$ cat src/dbg_pkg.sv
/*
  Shared definitions for the debug unit: data and bus widths, the debug
  register map and the enums for host commands and controller states.
  Compile first; other files refer to it by scoped names only.
*/

`default_nettype none

package dbg_pkg;

  //////////////////////////////
  // widths
  //////////////////////////////

  // data path and debug bus address
  localparam int unsigned XLEN    = 32;
  localparam int unsigned PLEN    = 8;

  // shadow general registers
  localparam int unsigned NUM_GPR = 8;
  localparam int unsigned GPR_AW  = $clog2(NUM_GPR);

  //////////////////////////////
  // register map
  //////////////////////////////

  // gprs sit at 0 .. NUM_GPR-1
  localparam logic [PLEN-1:0] ADR_BP_ADDR  = 8'd8;
  // bit 0 enable, rest reads zero
  localparam logic [PLEN-1:0] ADR_BP_CTRL  = 8'd9;
  // read only hit counter
  localparam logic [PLEN-1:0] ADR_BP_COUNT = 8'd10;

  //////////////////////////////
  // enums
  //////////////////////////////

  // host commands
  typedef enum logic [2:0] {
    CMD_NOP     = 3'd0,
    CMD_STALL   = 3'd1,
    CMD_UNSTALL = 3'd2,
    CMD_READ    = 3'd3,
    CMD_WRITE   = 3'd4
  } dbg_cmd_e;

  // host controller fsm
  typedef enum logic [1:0] {
    ST_IDLE = 2'd0,
    ST_BUS  = 2'd1,
    ST_RSP  = 2'd2
  } host_state_e;

endpackage

`default_nettype wire

$ cat src/dbg_bp_unit.sv
/*
  Hardware breakpoint comparator. Flags a hit in the same cycle when the
  retiring pc equals the breakpoint address and the breakpoint is enabled,
  and keeps a wrapping count of hits.
*/

`default_nettype none

module dbg_bp_unit (
  input  wire                           clk,
  input  wire                           rstn,

  // cpu retire side
  input  wire  [dbg_pkg::XLEN-1:0]      pc_i,
  input  wire                           pc_valid_i,

  // settings from the register block
  input  wire  [dbg_pkg::XLEN-1:0]      bp_addr_i,
  input  wire                           bp_en_i,

  // hit pulse and count
  output logic                          bp_hit_o,
  output logic [dbg_pkg::XLEN-1:0]      bp_count_o
);

  //////////////////////////////
  // compare
  //////////////////////////////

  // combinational so the stall lands in the hit cycle
  assign bp_hit_o = pc_valid_i & bp_en_i & (pc_i == bp_addr_i);

  //////////////////////////////
  // hit counter
  //////////////////////////////

  // wraps at 2**XLEN
  always_ff @(posedge clk or negedge rstn) begin
    if (!rstn) begin
      bp_count_o <= '0;
    end else if (bp_hit_o) begin
      bp_count_o <= bp_count_o + 1'b1;
    end
  end

endmodule

`default_nettype wire

$ cat src/dbg_regs.sv
/*
  CPU side debug register block. Answers each debug bus strobe with a one
  cycle ack and holds the shadow gpr bank, the breakpoint address and the
  breakpoint enable. The hit count from the comparator reads back here.
*/

`default_nettype none

module dbg_regs (
  input  wire                           clk,
  input  wire                           rstn,

  // debug bus slave
  input  wire                           dbg_stb_i,
  input  wire                           dbg_we_i,
  input  wire  [dbg_pkg::PLEN-1:0]      dbg_adr_i,
  input  wire  [dbg_pkg::XLEN-1:0]      dbg_wdat_i,
  output logic                          dbg_ack_o,
  output logic [dbg_pkg::XLEN-1:0]      dbg_rdat_o,

  // breakpoint settings and count
  input  wire  [dbg_pkg::XLEN-1:0]      bp_count_i,
  output logic [dbg_pkg::XLEN-1:0]      bp_addr_o,
  output logic                          bp_en_o
);

  logic [dbg_pkg::XLEN-1:0] gpr_q [dbg_pkg::NUM_GPR];
  logic [dbg_pkg::XLEN-1:0] rdat_d;
  logic                     is_gpr;
  logic                     access;

  // gpr window is the bottom of the map
  assign is_gpr = (dbg_adr_i < dbg_pkg::PLEN'(dbg_pkg::NUM_GPR));

  // new strobe seen, ack goes out next cycle
  assign access = dbg_stb_i & ~dbg_ack_o;

  //////////////////////////////
  // read mux
  //////////////////////////////

  always_comb begin
    rdat_d = '0;
    if (is_gpr) begin
      rdat_d = gpr_q[dbg_adr_i[dbg_pkg::GPR_AW-1:0]];
    end else if (dbg_adr_i == dbg_pkg::ADR_BP_ADDR) begin
      rdat_d = bp_addr_o;
    end else if (dbg_adr_i == dbg_pkg::ADR_BP_CTRL) begin
      rdat_d = {{(dbg_pkg::XLEN-1){1'b0}}, bp_en_o};
    end else if (dbg_adr_i == dbg_pkg::ADR_BP_COUNT) begin
      rdat_d = bp_count_i;
    end
  end

  //////////////////////////////
  // ack and writes
  //////////////////////////////

  always_ff @(posedge clk or negedge rstn) begin
    if (!rstn) begin
      dbg_ack_o  <= 1'b0;
      dbg_rdat_o <= '0;
      bp_addr_o  <= '0;
      bp_en_o    <= 1'b0;
      for (int i = 0; i < dbg_pkg::NUM_GPR; i++) begin
        gpr_q[i] <= '0;
      end
    end else begin
      dbg_ack_o <= access;
      if (access) begin
        // read data valid while ack is high
        dbg_rdat_o <= rdat_d;
        if (dbg_we_i) begin
          // count address and holes drop the write
          if (is_gpr) begin
            gpr_q[dbg_adr_i[dbg_pkg::GPR_AW-1:0]] <= dbg_wdat_i;
          end else if (dbg_adr_i == dbg_pkg::ADR_BP_ADDR) begin
            bp_addr_o <= dbg_wdat_i;
          end else if (dbg_adr_i == dbg_pkg::ADR_BP_CTRL) begin
            bp_en_o <= dbg_wdat_i[0];
          end
        end
      end
    end
  end

  // master must hold strobe through the ack cycle
  a_ack_needs_stb: assert property (@(posedge clk) disable iff (!rstn)
    dbg_ack_o |-> dbg_stb_i)
    else $error("debug ack without strobe");

endmodule

`default_nettype wire

$ cat src/dbg_host_ctrl.sv
/*
  Host side debug controller. Takes one command at a time from the host,
  keeps the sticky CPU stall and runs single read or write cycles on the
  strobe/ack debug bus. Every accepted command gets one response pulse.
*/

`default_nettype none

module dbg_host_ctrl (
  input  wire                           clk,
  input  wire                           rstn,

  // host command port
  input  wire                           cmd_valid_i,
  input  dbg_pkg::dbg_cmd_e             cmd_i,
  input  wire  [dbg_pkg::PLEN-1:0]      cmd_addr_i,
  input  wire  [dbg_pkg::XLEN-1:0]      cmd_data_i,
  output logic                          busy_o,
  output logic                          rsp_valid_o,
  output logic [dbg_pkg::XLEN-1:0]      rsp_data_o,

  // breakpoint and cpu stall
  input  wire                           bp_hit_i,
  output logic                          cpu_stall_o,

  // debug bus master
  output logic                          dbg_stb_o,
  output logic                          dbg_we_o,
  output logic [dbg_pkg::PLEN-1:0]      dbg_adr_o,
  output logic [dbg_pkg::XLEN-1:0]      dbg_wdat_o,
  input  wire                           dbg_ack_i,
  input  wire  [dbg_pkg::XLEN-1:0]      dbg_rdat_i
);

  dbg_pkg::host_state_e state_q;
  logic                 busy_q;
  logic                 stall_q;
  logic                 accept;

  // new command only when nothing is in flight
  assign accept = cmd_valid_i & ~busy_q;

  //////////////////////////////
  // command fsm
  //////////////////////////////

  always_ff @(posedge clk or negedge rstn) begin
    if (!rstn) begin
      state_q  <= dbg_pkg::ST_IDLE;
      busy_q   <= 1'b0;
      dbg_we_o <= 1'b0;
    end else begin
      case (state_q)
        dbg_pkg::ST_IDLE: begin
          if (accept) begin
            busy_q <= 1'b1;
            // bus commands go through ST_BUS, the rest answer right away
            if (cmd_i == dbg_pkg::CMD_READ || cmd_i == dbg_pkg::CMD_WRITE) begin
              state_q  <= dbg_pkg::ST_BUS;
              dbg_we_o <= (cmd_i == dbg_pkg::CMD_WRITE);
            end else begin
              state_q  <= dbg_pkg::ST_RSP;
            end
          end
        end
        dbg_pkg::ST_BUS: begin
          // strobe drops on the ack edge
          if (dbg_ack_i) begin
            state_q  <= dbg_pkg::ST_RSP;
            dbg_we_o <= 1'b0;
          end
        end
        dbg_pkg::ST_RSP: begin
          state_q <= dbg_pkg::ST_IDLE;
          busy_q  <= 1'b0;
        end
        default: begin
          state_q <= dbg_pkg::ST_IDLE;
          busy_q  <= 1'b0;
        end
      endcase
    end
  end

  // bus payload, latched with the command
  always_ff @(posedge clk) begin
    if (accept) begin
      dbg_adr_o  <= cmd_addr_i;
      dbg_wdat_o <= cmd_data_i;
    end
  end

  // response data, zero unless a read returns something
  always_ff @(posedge clk) begin
    if (accept) begin
      rsp_data_o <= '0;
    end else if (state_q == dbg_pkg::ST_BUS && dbg_ack_i && !dbg_we_o) begin
      rsp_data_o <= dbg_rdat_i;
    end
  end

  assign dbg_stb_o   = (state_q == dbg_pkg::ST_BUS);
  assign rsp_valid_o = (state_q == dbg_pkg::ST_RSP);
  assign busy_o      = busy_q;

  //////////////////////////////
  // sticky stall
  //////////////////////////////

  // a hit beats an unstall in the same cycle
  always_ff @(posedge clk or negedge rstn) begin
    if (!rstn) begin
      stall_q <= 1'b0;
    end else if (bp_hit_i) begin
      stall_q <= 1'b1;
    end else if (accept && cmd_i == dbg_pkg::CMD_STALL) begin
      stall_q <= 1'b1;
    end else if (accept && cmd_i == dbg_pkg::CMD_UNSTALL) begin
      stall_q <= 1'b0;
    end
  end

  // hit stalls the cpu in its own cycle
  assign cpu_stall_o = stall_q | bp_hit_i;

  //////////////////////////////
  // checks
  //////////////////////////////

  // strobe and address hold until the slave acks
  a_stb_hold: assert property (@(posedge clk) disable iff (!rstn)
    dbg_stb_o && !dbg_ack_i |=> dbg_stb_o && $stable(dbg_adr_o))
    else $error("debug strobe or address changed before ack");

  // busy flag tracks the fsm
  a_idle_not_busy: assert property (@(posedge clk) disable iff (!rstn)
    state_q == dbg_pkg::ST_IDLE |-> !busy_o)
    else $error("busy high while controller idle");

endmodule

`default_nettype wire

$ cat src/dbg_top.sv
/*
  Debug unit top level. Connects the host controller, the debug register
  block and the breakpoint comparator to the host and CPU ports.
*/

`default_nettype none

module dbg_top (
  input  wire                           clk,
  input  wire                           rstn,

  // host command port
  input  wire                           cmd_valid_i,
  input  dbg_pkg::dbg_cmd_e             cmd_i,
  input  wire  [dbg_pkg::PLEN-1:0]      cmd_addr_i,
  input  wire  [dbg_pkg::XLEN-1:0]      cmd_data_i,
  output logic                          busy_o,
  output logic                          rsp_valid_o,
  output logic [dbg_pkg::XLEN-1:0]      rsp_data_o,

  // cpu side
  input  wire  [dbg_pkg::XLEN-1:0]      pc_i,
  input  wire                           pc_valid_i,
  output logic                          cpu_stall_o
);

  // debug bus
  logic                     dbg_stb;
  logic                     dbg_we;
  logic [dbg_pkg::PLEN-1:0] dbg_adr;
  logic [dbg_pkg::XLEN-1:0] dbg_wdat;
  logic                     dbg_ack;
  logic [dbg_pkg::XLEN-1:0] dbg_rdat;

  // breakpoint path
  logic [dbg_pkg::XLEN-1:0] bp_addr;
  logic                     bp_en;
  logic                     bp_hit;
  logic [dbg_pkg::XLEN-1:0] bp_count;

  dbg_host_ctrl u_host_ctrl (
    .clk         (clk),
    .rstn        (rstn),
    .cmd_valid_i (cmd_valid_i),
    .cmd_i       (cmd_i),
    .cmd_addr_i  (cmd_addr_i),
    .cmd_data_i  (cmd_data_i),
    .busy_o      (busy_o),
    .rsp_valid_o (rsp_valid_o),
    .rsp_data_o  (rsp_data_o),
    .bp_hit_i    (bp_hit),
    .cpu_stall_o (cpu_stall_o),
    .dbg_stb_o   (dbg_stb),
    .dbg_we_o    (dbg_we),
    .dbg_adr_o   (dbg_adr),
    .dbg_wdat_o  (dbg_wdat),
    .dbg_ack_i   (dbg_ack),
    .dbg_rdat_i  (dbg_rdat)
  );

  dbg_regs u_regs (
    .clk        (clk),
    .rstn       (rstn),
    .dbg_stb_i  (dbg_stb),
    .dbg_we_i   (dbg_we),
    .dbg_adr_i  (dbg_adr),
    .dbg_wdat_i (dbg_wdat),
    .dbg_ack_o  (dbg_ack),
    .dbg_rdat_o (dbg_rdat),
    .bp_count_i (bp_count),
    .bp_addr_o  (bp_addr),
    .bp_en_o    (bp_en)
  );

  dbg_bp_unit u_bp_unit (
    .clk        (clk),
    .rstn       (rstn),
    .pc_i       (pc_i),
    .pc_valid_i (pc_valid_i),
    .bp_addr_i  (bp_addr),
    .bp_en_i    (bp_en),
    .bp_hit_o   (bp_hit),
    .bp_count_o (bp_count)
  );

endmodule

`default_nettype wire

$ cat config.mk
export PLATFORM = sky130hd
export DESIGN_NAME = dbg_top
export DESIGN_NICKNAME = d
export VERILOG_FILES = /design/src/dbg_pkg.sv /design/src/dbg_bp_unit.sv /design/src/dbg_regs.sv /design/src/dbg_host_ctrl.sv /design/src/dbg_top.sv
export SDC_FILE = /design/constraint.sdc
export NUM_CORES = 1
export LEC_CHECK = 0
export BUFFER_PORTS_ARGS = -buffer_cell sky130_fd_sc_hd__buf_2
export CORE_AREA = 3 3 224 226
export DETAILED_ROUTE_END_ITERATION = 8
export DIE_AREA = 0 0 227 229
export GPL_TIMING_DRIVEN = 0
export PLACE_DENSITY = 0.66
export SYNTH_ARGS = -nofsm -noshare
export SYNTH_HDL_FRONTEND = slang
export SYNTH_SLANG_ARGS = --single-unit
$ cat constraint.sdc
create_clock -name clk -period 3.2 [get_ports clk]
set_clock_uncertainty 0.1 [all_clocks]
set_input_delay 0.32 -clock clk [delete_from_list [all_inputs] [get_ports clk]]
set_output_delay 0.32 -clock clk [all_outputs]
set_load 0.02 [all_outputs]
== After elaboration in Yosys (flattened, before gate mapping) ==
Cells that the tools add are included.
Widths: inputs -> output; s select.

* Equal/unequal tests: 13
* $lt $le $gt $ge: 3
* Add/sub/neg operators: 1
* Bitwise gates (word level): 11
* Reductions and logical operators: 16
* Mux-type cells: 23

{| class="wikitable"
|+ Operators with widths
! cell !! number
|-
| $bwmux 256 || 1
|-
| $mux 32 || 7
|-
| $bmux 32 s3 || 1
|-
| $demux 32 s3 || 1
|-
| $add 32x1->32 const B || 1
|-
| $eq 32x32->1 || 1
|-
| $eq 8x4->1 const B || 3
|-
| $lt 8x4->1 const B || 1
|-
| $reduce_and 4->1 || 2
|-
| $mux 1 || 7
|-
| $eq 3x2->1 const B || 2
|-
| $mux 2 || 3
|-
| $logic_and 1x1->1 || 5
|-
| $not 1->1 || 5
|-
| $reduce_and 5->1 || 1
|-
| $and 1x1->1 || 4
|-
| $ge 4x4->1 const B || 1
|-
| $lt 4x1->1 const B || 1
|-
| $ne 2x1->1 const B || 2
|-
| $not 3->4 || 1
|-
| $pmux 1 s2 || 2
|-
| $pmux 2 s2 || 1
|-
| $reduce_and 2->1 || 2
|-
| $eq 3x1->1 const B || 1
|-
| 11 further kinds || 11
|}

* Bits in registers: 431
* Input port bits: 79
* Output and inout bits: 35
* Logic and storage cells: 87

== Longest topological paths before layout ==
* Word-level depth: 6
* Gate-level depth with buffers: 8
* Depth with buffers taken out: 6

== Hierarchy ==
A second synthesis with hierarchy kept.

* Cells, all modules: 1498
* Area, all modules: 19322.3 µm²

{| class="wikitable"
|+ By module, submodules not included
! module !! area an instance (µm²) !! instances !! sequential area each (µm²) !! cells an instance
|-
| dbg_regs || 14772.9 || 1 || 8057.7 || 1094
|-
| dbg_host_ctrl || 2612.5 || 1 || 1966.9 || 212
|-
| dbg_bp_unit || 1936.9 || 1 || 800.8 || 192
|}

== Worst setup path after synthesis ==
OpenSTA, ideal clock, no wires.

* Kind: register -> register
* Start point: register u_host_ctrl.busy_q, in the netlist u_host_ctrl.busy_o
* End point: register u_host_ctrl.dbg_adr_o[0] in the netlist's numbering, enable pin
* Library setup time: 420 ps
* Slack: 581 ps
* Cell stages (with the launch flop): 4
* Clock period less this slack: 2619 ps
* Buffers on the path: 1
* Required time: 2680 ps
* Arrival: 2099 ps
* Cells stage by stage: dfrtp_1 > nand2b_1 > inv_1 > clkbuf_1

* Cells in the longest elaborated chain, start to end: 2

{| class="wikitable"
|+ Ends and longest elaborated chain
! what !! line !! RTL
|-
| start: declaration || dbg_host_ctrl.sv:36 || <nowiki>logic busy_q;</nowiki>
|-
| start signal: assignment || dbg_host_ctrl.sv:50 || <nowiki>busy_q <= 1'b0;</nowiki>
|-
| start signal: assignment || dbg_host_ctrl.sv:56 || <nowiki>busy_q <= 1'b1;</nowiki>
|-
| start signal: assignment || dbg_host_ctrl.sv:75 || <nowiki>busy_q <= 1'b0;</nowiki>
|-
| $not 1->1 || dbg_host_ctrl.sv:41 || <nowiki>assign accept = cmd_valid_i & ~busy_q;</nowiki>
|-
| $and 1x1->1 || dbg_host_ctrl.sv:41 ||
|-
| net u_host_ctrl.accept || dbg_host_ctrl.sv:38 || <nowiki>logic accept;</nowiki>
|-
| end signal: assignment || dbg_host_ctrl.sv:88 || <nowiki>dbg_adr_o <= cmd_addr_i;</nowiki>
|-
| end: declaration || dbg_host_ctrl.sv:29 || <nowiki>output logic [dbg_pkg::PLEN-1:0] dbg_adr_o,</nowiki>
|}

The timed path passes the listed nets, and every way through them passes these cells.
A chain may end at the register's enable or synchronous reset.

== Worst setup path after layout ==
* Start point: register u_host_ctrl.dbg_adr_o[2] in the netlist's numbering
* End point: register u_regs.dbg_rdat_o[6] in the netlist's numbering

* Cells in the longest elaborated chain, start to end: 5
* Elaborated cells on any way between the ends: 12
* Classes of those cells: 1 x order compare; 3 x eq/ne; 7 x mux; 1 x bitwise

{| class="wikitable"
|+ Ends and longest elaborated chain
! what !! line !! RTL
|-
| $eq 8x4->1 or $not 3->4 (tied branches) || dbg_regs.sv:50, dbg_regs.sv:45 ||
|-
| $mux 32 or $bmux 32 s3 (tied branches) || dbg_regs.sv:50, dbg_regs.sv:45 ||
|-
| $mux 32 (on tied branches) || dbg_regs.sv:48, dbg_regs.sv:45 ||
|-
| $mux 32 (on tied branches) || dbg_regs.sv:46, dbg_regs.sv:45 ||
|-
| $mux 32 * || dbg_regs.sv:44 || <nowiki>if (is_gpr) begin</nowiki>
|-
| end signal: assignment || dbg_regs.sv:72 || <nowiki>dbg_rdat_o <= rdat_d;</nowiki>
|-
| end: declaration || dbg_regs.sv:19 || <nowiki>output logic [dbg_pkg::XLEN-1:0] dbg_rdat_o,</nowiki>
|}

Every way passes the cells marked *; elsewhere a longest branch is shown, timed or not. The select of a mux whose other input is x is not followed.

==> flow_metrics.tcl <==
set metrics [dict create \
    status "complete, but fails checks" \
    violations "negative setup slack" \
    crit_arrival_ns 3.56 \
    max-vdd-ir-drop_mv 0.321 \
    max-slew-margin-rel_pct 22.7 \
    fmax_mhz 311 \
    yosysUniqueCellTypes 69 \
    die-area_um2 52000 \
    via_per_inst 5.78 \
    min_to "u_host_ctrl.stall_q" \
    clk_path_buf_depth 3 \
    die_w_um 227 \
    clock_sinks 431 \
    fillers 4302 \
    final_common_cell "dfrtp_1" \
    start_util_pct 39.6 \
    power_mw 13.0 \
    seqCellArea_um2 10800 \
    clk_latency_ns 0.56 \
    antenna_found_initial 1 \
    crit_fanout 10 \
    regToRegStartpoint "u_host_ctrl.dbg_adr_o[2]" \
    syn_to_final_growth_pct 18.0 \
    max_cap_violations 0 \
    grt_setup_unrepaired "no" \
    slew_violations 0 \
    stdcell_count 2330 \
    antenna_left 0 \
    cts_setup_buffers 0 \
    whs_path_depth 4 \
    antenna_cells 0 \
    ys_seq_area_share_pct 56.4 \
    die_y_um 229 \
    finalHoldViolCount 0 \
    hp-class "primary input to register" \
    cts_inserted_buffers 46 \
    multi_input_area_um2 7830 \
    min_period_ns 3.21 \
    drive_gt1_share_pct 32.5 \
    cts.clk_slew.worst_paths_ns 0.06 \
    period_share_pct 100 \
    min_from "cmd_i[1]" \
    cts_tree "built" \
    slowest_stage "buf_1" \
    routedWlPerCell_um 25.0 \
    coreArea_um2 48500 \
    path_class "register to register" \
    place_congestion 0.918 \
    final_cell_mix "dfrtp_1, mux2_2, buf_2" \
    worst-slew-pin-transition_ns 1.15 \
    power_density_nw_per_um2 574 \
    setup_slack_ns -0.0129 \
    fin_nets 1750 \
    drt-pass1-iter-count 7 \
    path_cells "clkbuf_1 > buf_1 > mux2_2 > a221oi_1 > o21ai_0 > a32o_1" \
    grt_max_degree 119 \
    synth_ff_type "dfrtp_1" \
    synthesis.nets 1543 \
    wl_um 58200 \
    io_buffers 113 \
    remaining_drc_errors 0 \
    synth_edf_count 40 \
    finalSetupViolations 1 \
    grt_pass1_wl_um 86900 \
    clockRootBuffer "clkbuf_16" \
    r2r-end "u_regs.dbg_rdat_o[6]" \
    slowest_delay_ns 0.86 \
    async_flop_share_pct 83.3 \
    syn_area_per_cell_um2 13.1 \
    h-tree-depth 2 \
    r2r_cells 6 \
    yosys_register_bits 431 \
    whs_ns 0.0147 \
    num_io_pins 114 \
    required_ns 3.54 \
    synth_area_um2 19200 \
    drt_iter0_drc 1224 \
    grt_pass1_vias 13800 \
    r2r_setup_slack_ns -0.01 \
    startpoint_type "register" \
    num_rows 81 \
    dr_total_vias 13500 \
    netlist_instances 1463 \
    yosysWarnings 0 \
    detailed_place_hpwl_um 40600 \
    grt_use_total_pct 22.3 \
    numPlacedInstances 2202 \
    grt-ovfl-total 0 \
    crit_path_end_kind "register" \
    power.leakage_nw 10.7 \
    utilization_pct 46.7 \
]
final cells by class:
| class | count | share of cell area [%] |
|---|---|---|
| multi-input cells | 918 | 34.6 |
| clock buffers | 72 | 6.42 |
| flip-flops and latches | 431 | 47.7 |
| repair buffers | 160 | 4.89 |
| plain buffers | 102 | 2.44 |
| clock inverters | 14 | 0.326 |
| inverters | 11 | 0.193 |
| well taps | 622 | 3.43 |
worst max-delay path: cells and delay by family (launching register included):
family / cells / cell delay (ns)
AO/OA/AOI/OAI: 3 / 1.03
flip-flops: 1 / 0.32
multiplexers: 1 / 0.44
buffers and inverters: 2 / 1.21
registers in the layout (all words and copies together) (netlist names):
register,cells
u_regs.dbg_rdat_o,32
u_regs.gpr_q,256
u_host_ctrl.state_q,2
u_host_ctrl.rsp_data_o,32
u_host_ctrl.busy_o,1
u_host_ctrl.dbg_adr_o,8
u_host_ctrl.dbg_wdat_o,32
u_regs.bp_addr_o,32
u_host_ctrl.dbg_we_o,1
u_bp_unit.bp_count_o,32
u_host_ctrl.stall_q,1
u_regs.dbg_ack_o,1
u_regs.bp_en_o,1
cell usage after synthesis (7+ instances only):
| master | count | area, µm² |
|---|---|---|
| buf_6 | 8 | 90.1 |
| o21ai_0 | 16 | 80.1 |
| nor4_1 | 36 | 225 |
| mux2i_1 | 21 | 210 |
| a221oi_1 | 34 | 298 |
| inv_1 | 8 | 30.0 |
| a32o_1 | 32 | 320 |
| clkbuf_1 | 51 | 191 |
| and3_1 | 9 | 56.3 |
| nand4_1 | 17 | 106 |
| xor2_1 | 59 | 517 |
| edfxtp_1 | 40 | 1200 |
| dfxtp_1 | 32 | 641 |
| nor3_1 | 8 | 40.0 |
| a22oi_1 | 44 | 330 |
| buf_4 | 21 | 158 |
| nand2_1 | 113 | 424 |
| dfrtp_1 | 359 | 8980 |
| nand3_1 | 22 | 110 |
| mux2_4 | 20 | 300 |
| mux2_2 | 261 | 2940 |
| a22o_1 | 9 | 78.8 |
| nor2_1 | 32 | 120 |
| mux4_2 | 7 | 158 |
| buf_1 | 10 | 37.5 |
| buf_2 | 12 | 60.1 |
| a21oi_1 | 61 | 305 |
| mux2_1 | 42 | 473 |
stage by stage:
step,cell area [µm²],setup WS (ns),setup TNS (ns)
2_1_floorplan,19200,0.581,0
3_3_place_gp,20600,-5.12,-1848.66
3_5_place_dp,20700,-0.533,-4.30
4_1_cts,22600,0.0507,0
5_1_grt,22700,0.000615,0
6_report,22700,-0.0129,-0.0129
power by group:
group | internal, mW | switching, mW | total [mW]
clock network | 3.13 | 2.21 | 5.34
logic | 0.514 | 0.898 | 1.41
registers | 5.90 | 0.361 | 6.26
how the worst max path moves through the flow:
stage | startpoint | to
floorplan | u_host_ctrl.busy_o | u_host_ctrl.dbg_adr_o[0]
global placement | rstn | u_regs.gpr_q[222]
detailed placement | u_host_ctrl.dbg_adr_o[2] | u_regs.dbg_rdat_o[29]
CTS | u_host_ctrl.dbg_adr_o[0] | u_regs.dbg_rdat_o[20]
global route | u_host_ctrl.dbg_adr_o[0] | u_regs.dbg_rdat_o[12]
finish | u_host_ctrl.dbg_adr_o[2] | u_regs.dbg_rdat_o[6]
metal layers:
layer  track usage (%)  vias to the layer above  part of all wire, %
met3              6.05                      128                  9.7
met1              30.2                     6894                   41
met4              7.32                        0                  3.5
met2              34.8                      585                   45
li1                  -                     5850                    -
met5                 0                        -                    0
what timing repair did:
item	CTS	global route
setup endpoints to repair	16	25
hold endpoints to repair	115	0
resized for setup	6	24
hold buffers	43	0
logic make-up (layout without fill, tap and decap cells):
group | Yosys count | in the layout | synth area share, %
AND/OR/NAND/NOR | 275 | 275 | 7.63
buffers and inverters | 114 | 359 | 3.05
multiplexers | 351 | 351 | 21.2
XOR/XNOR | 63 | 63 | 2.87
AO/OA/AOI/OAI | 228 | 228 | 8.79
adder cells (fa/ha/maj) | 1 | 1 | 0.0651
flip-flops | 431 | 431 | 56.4
No activity file was read; power rests on OpenSTA's default activity.
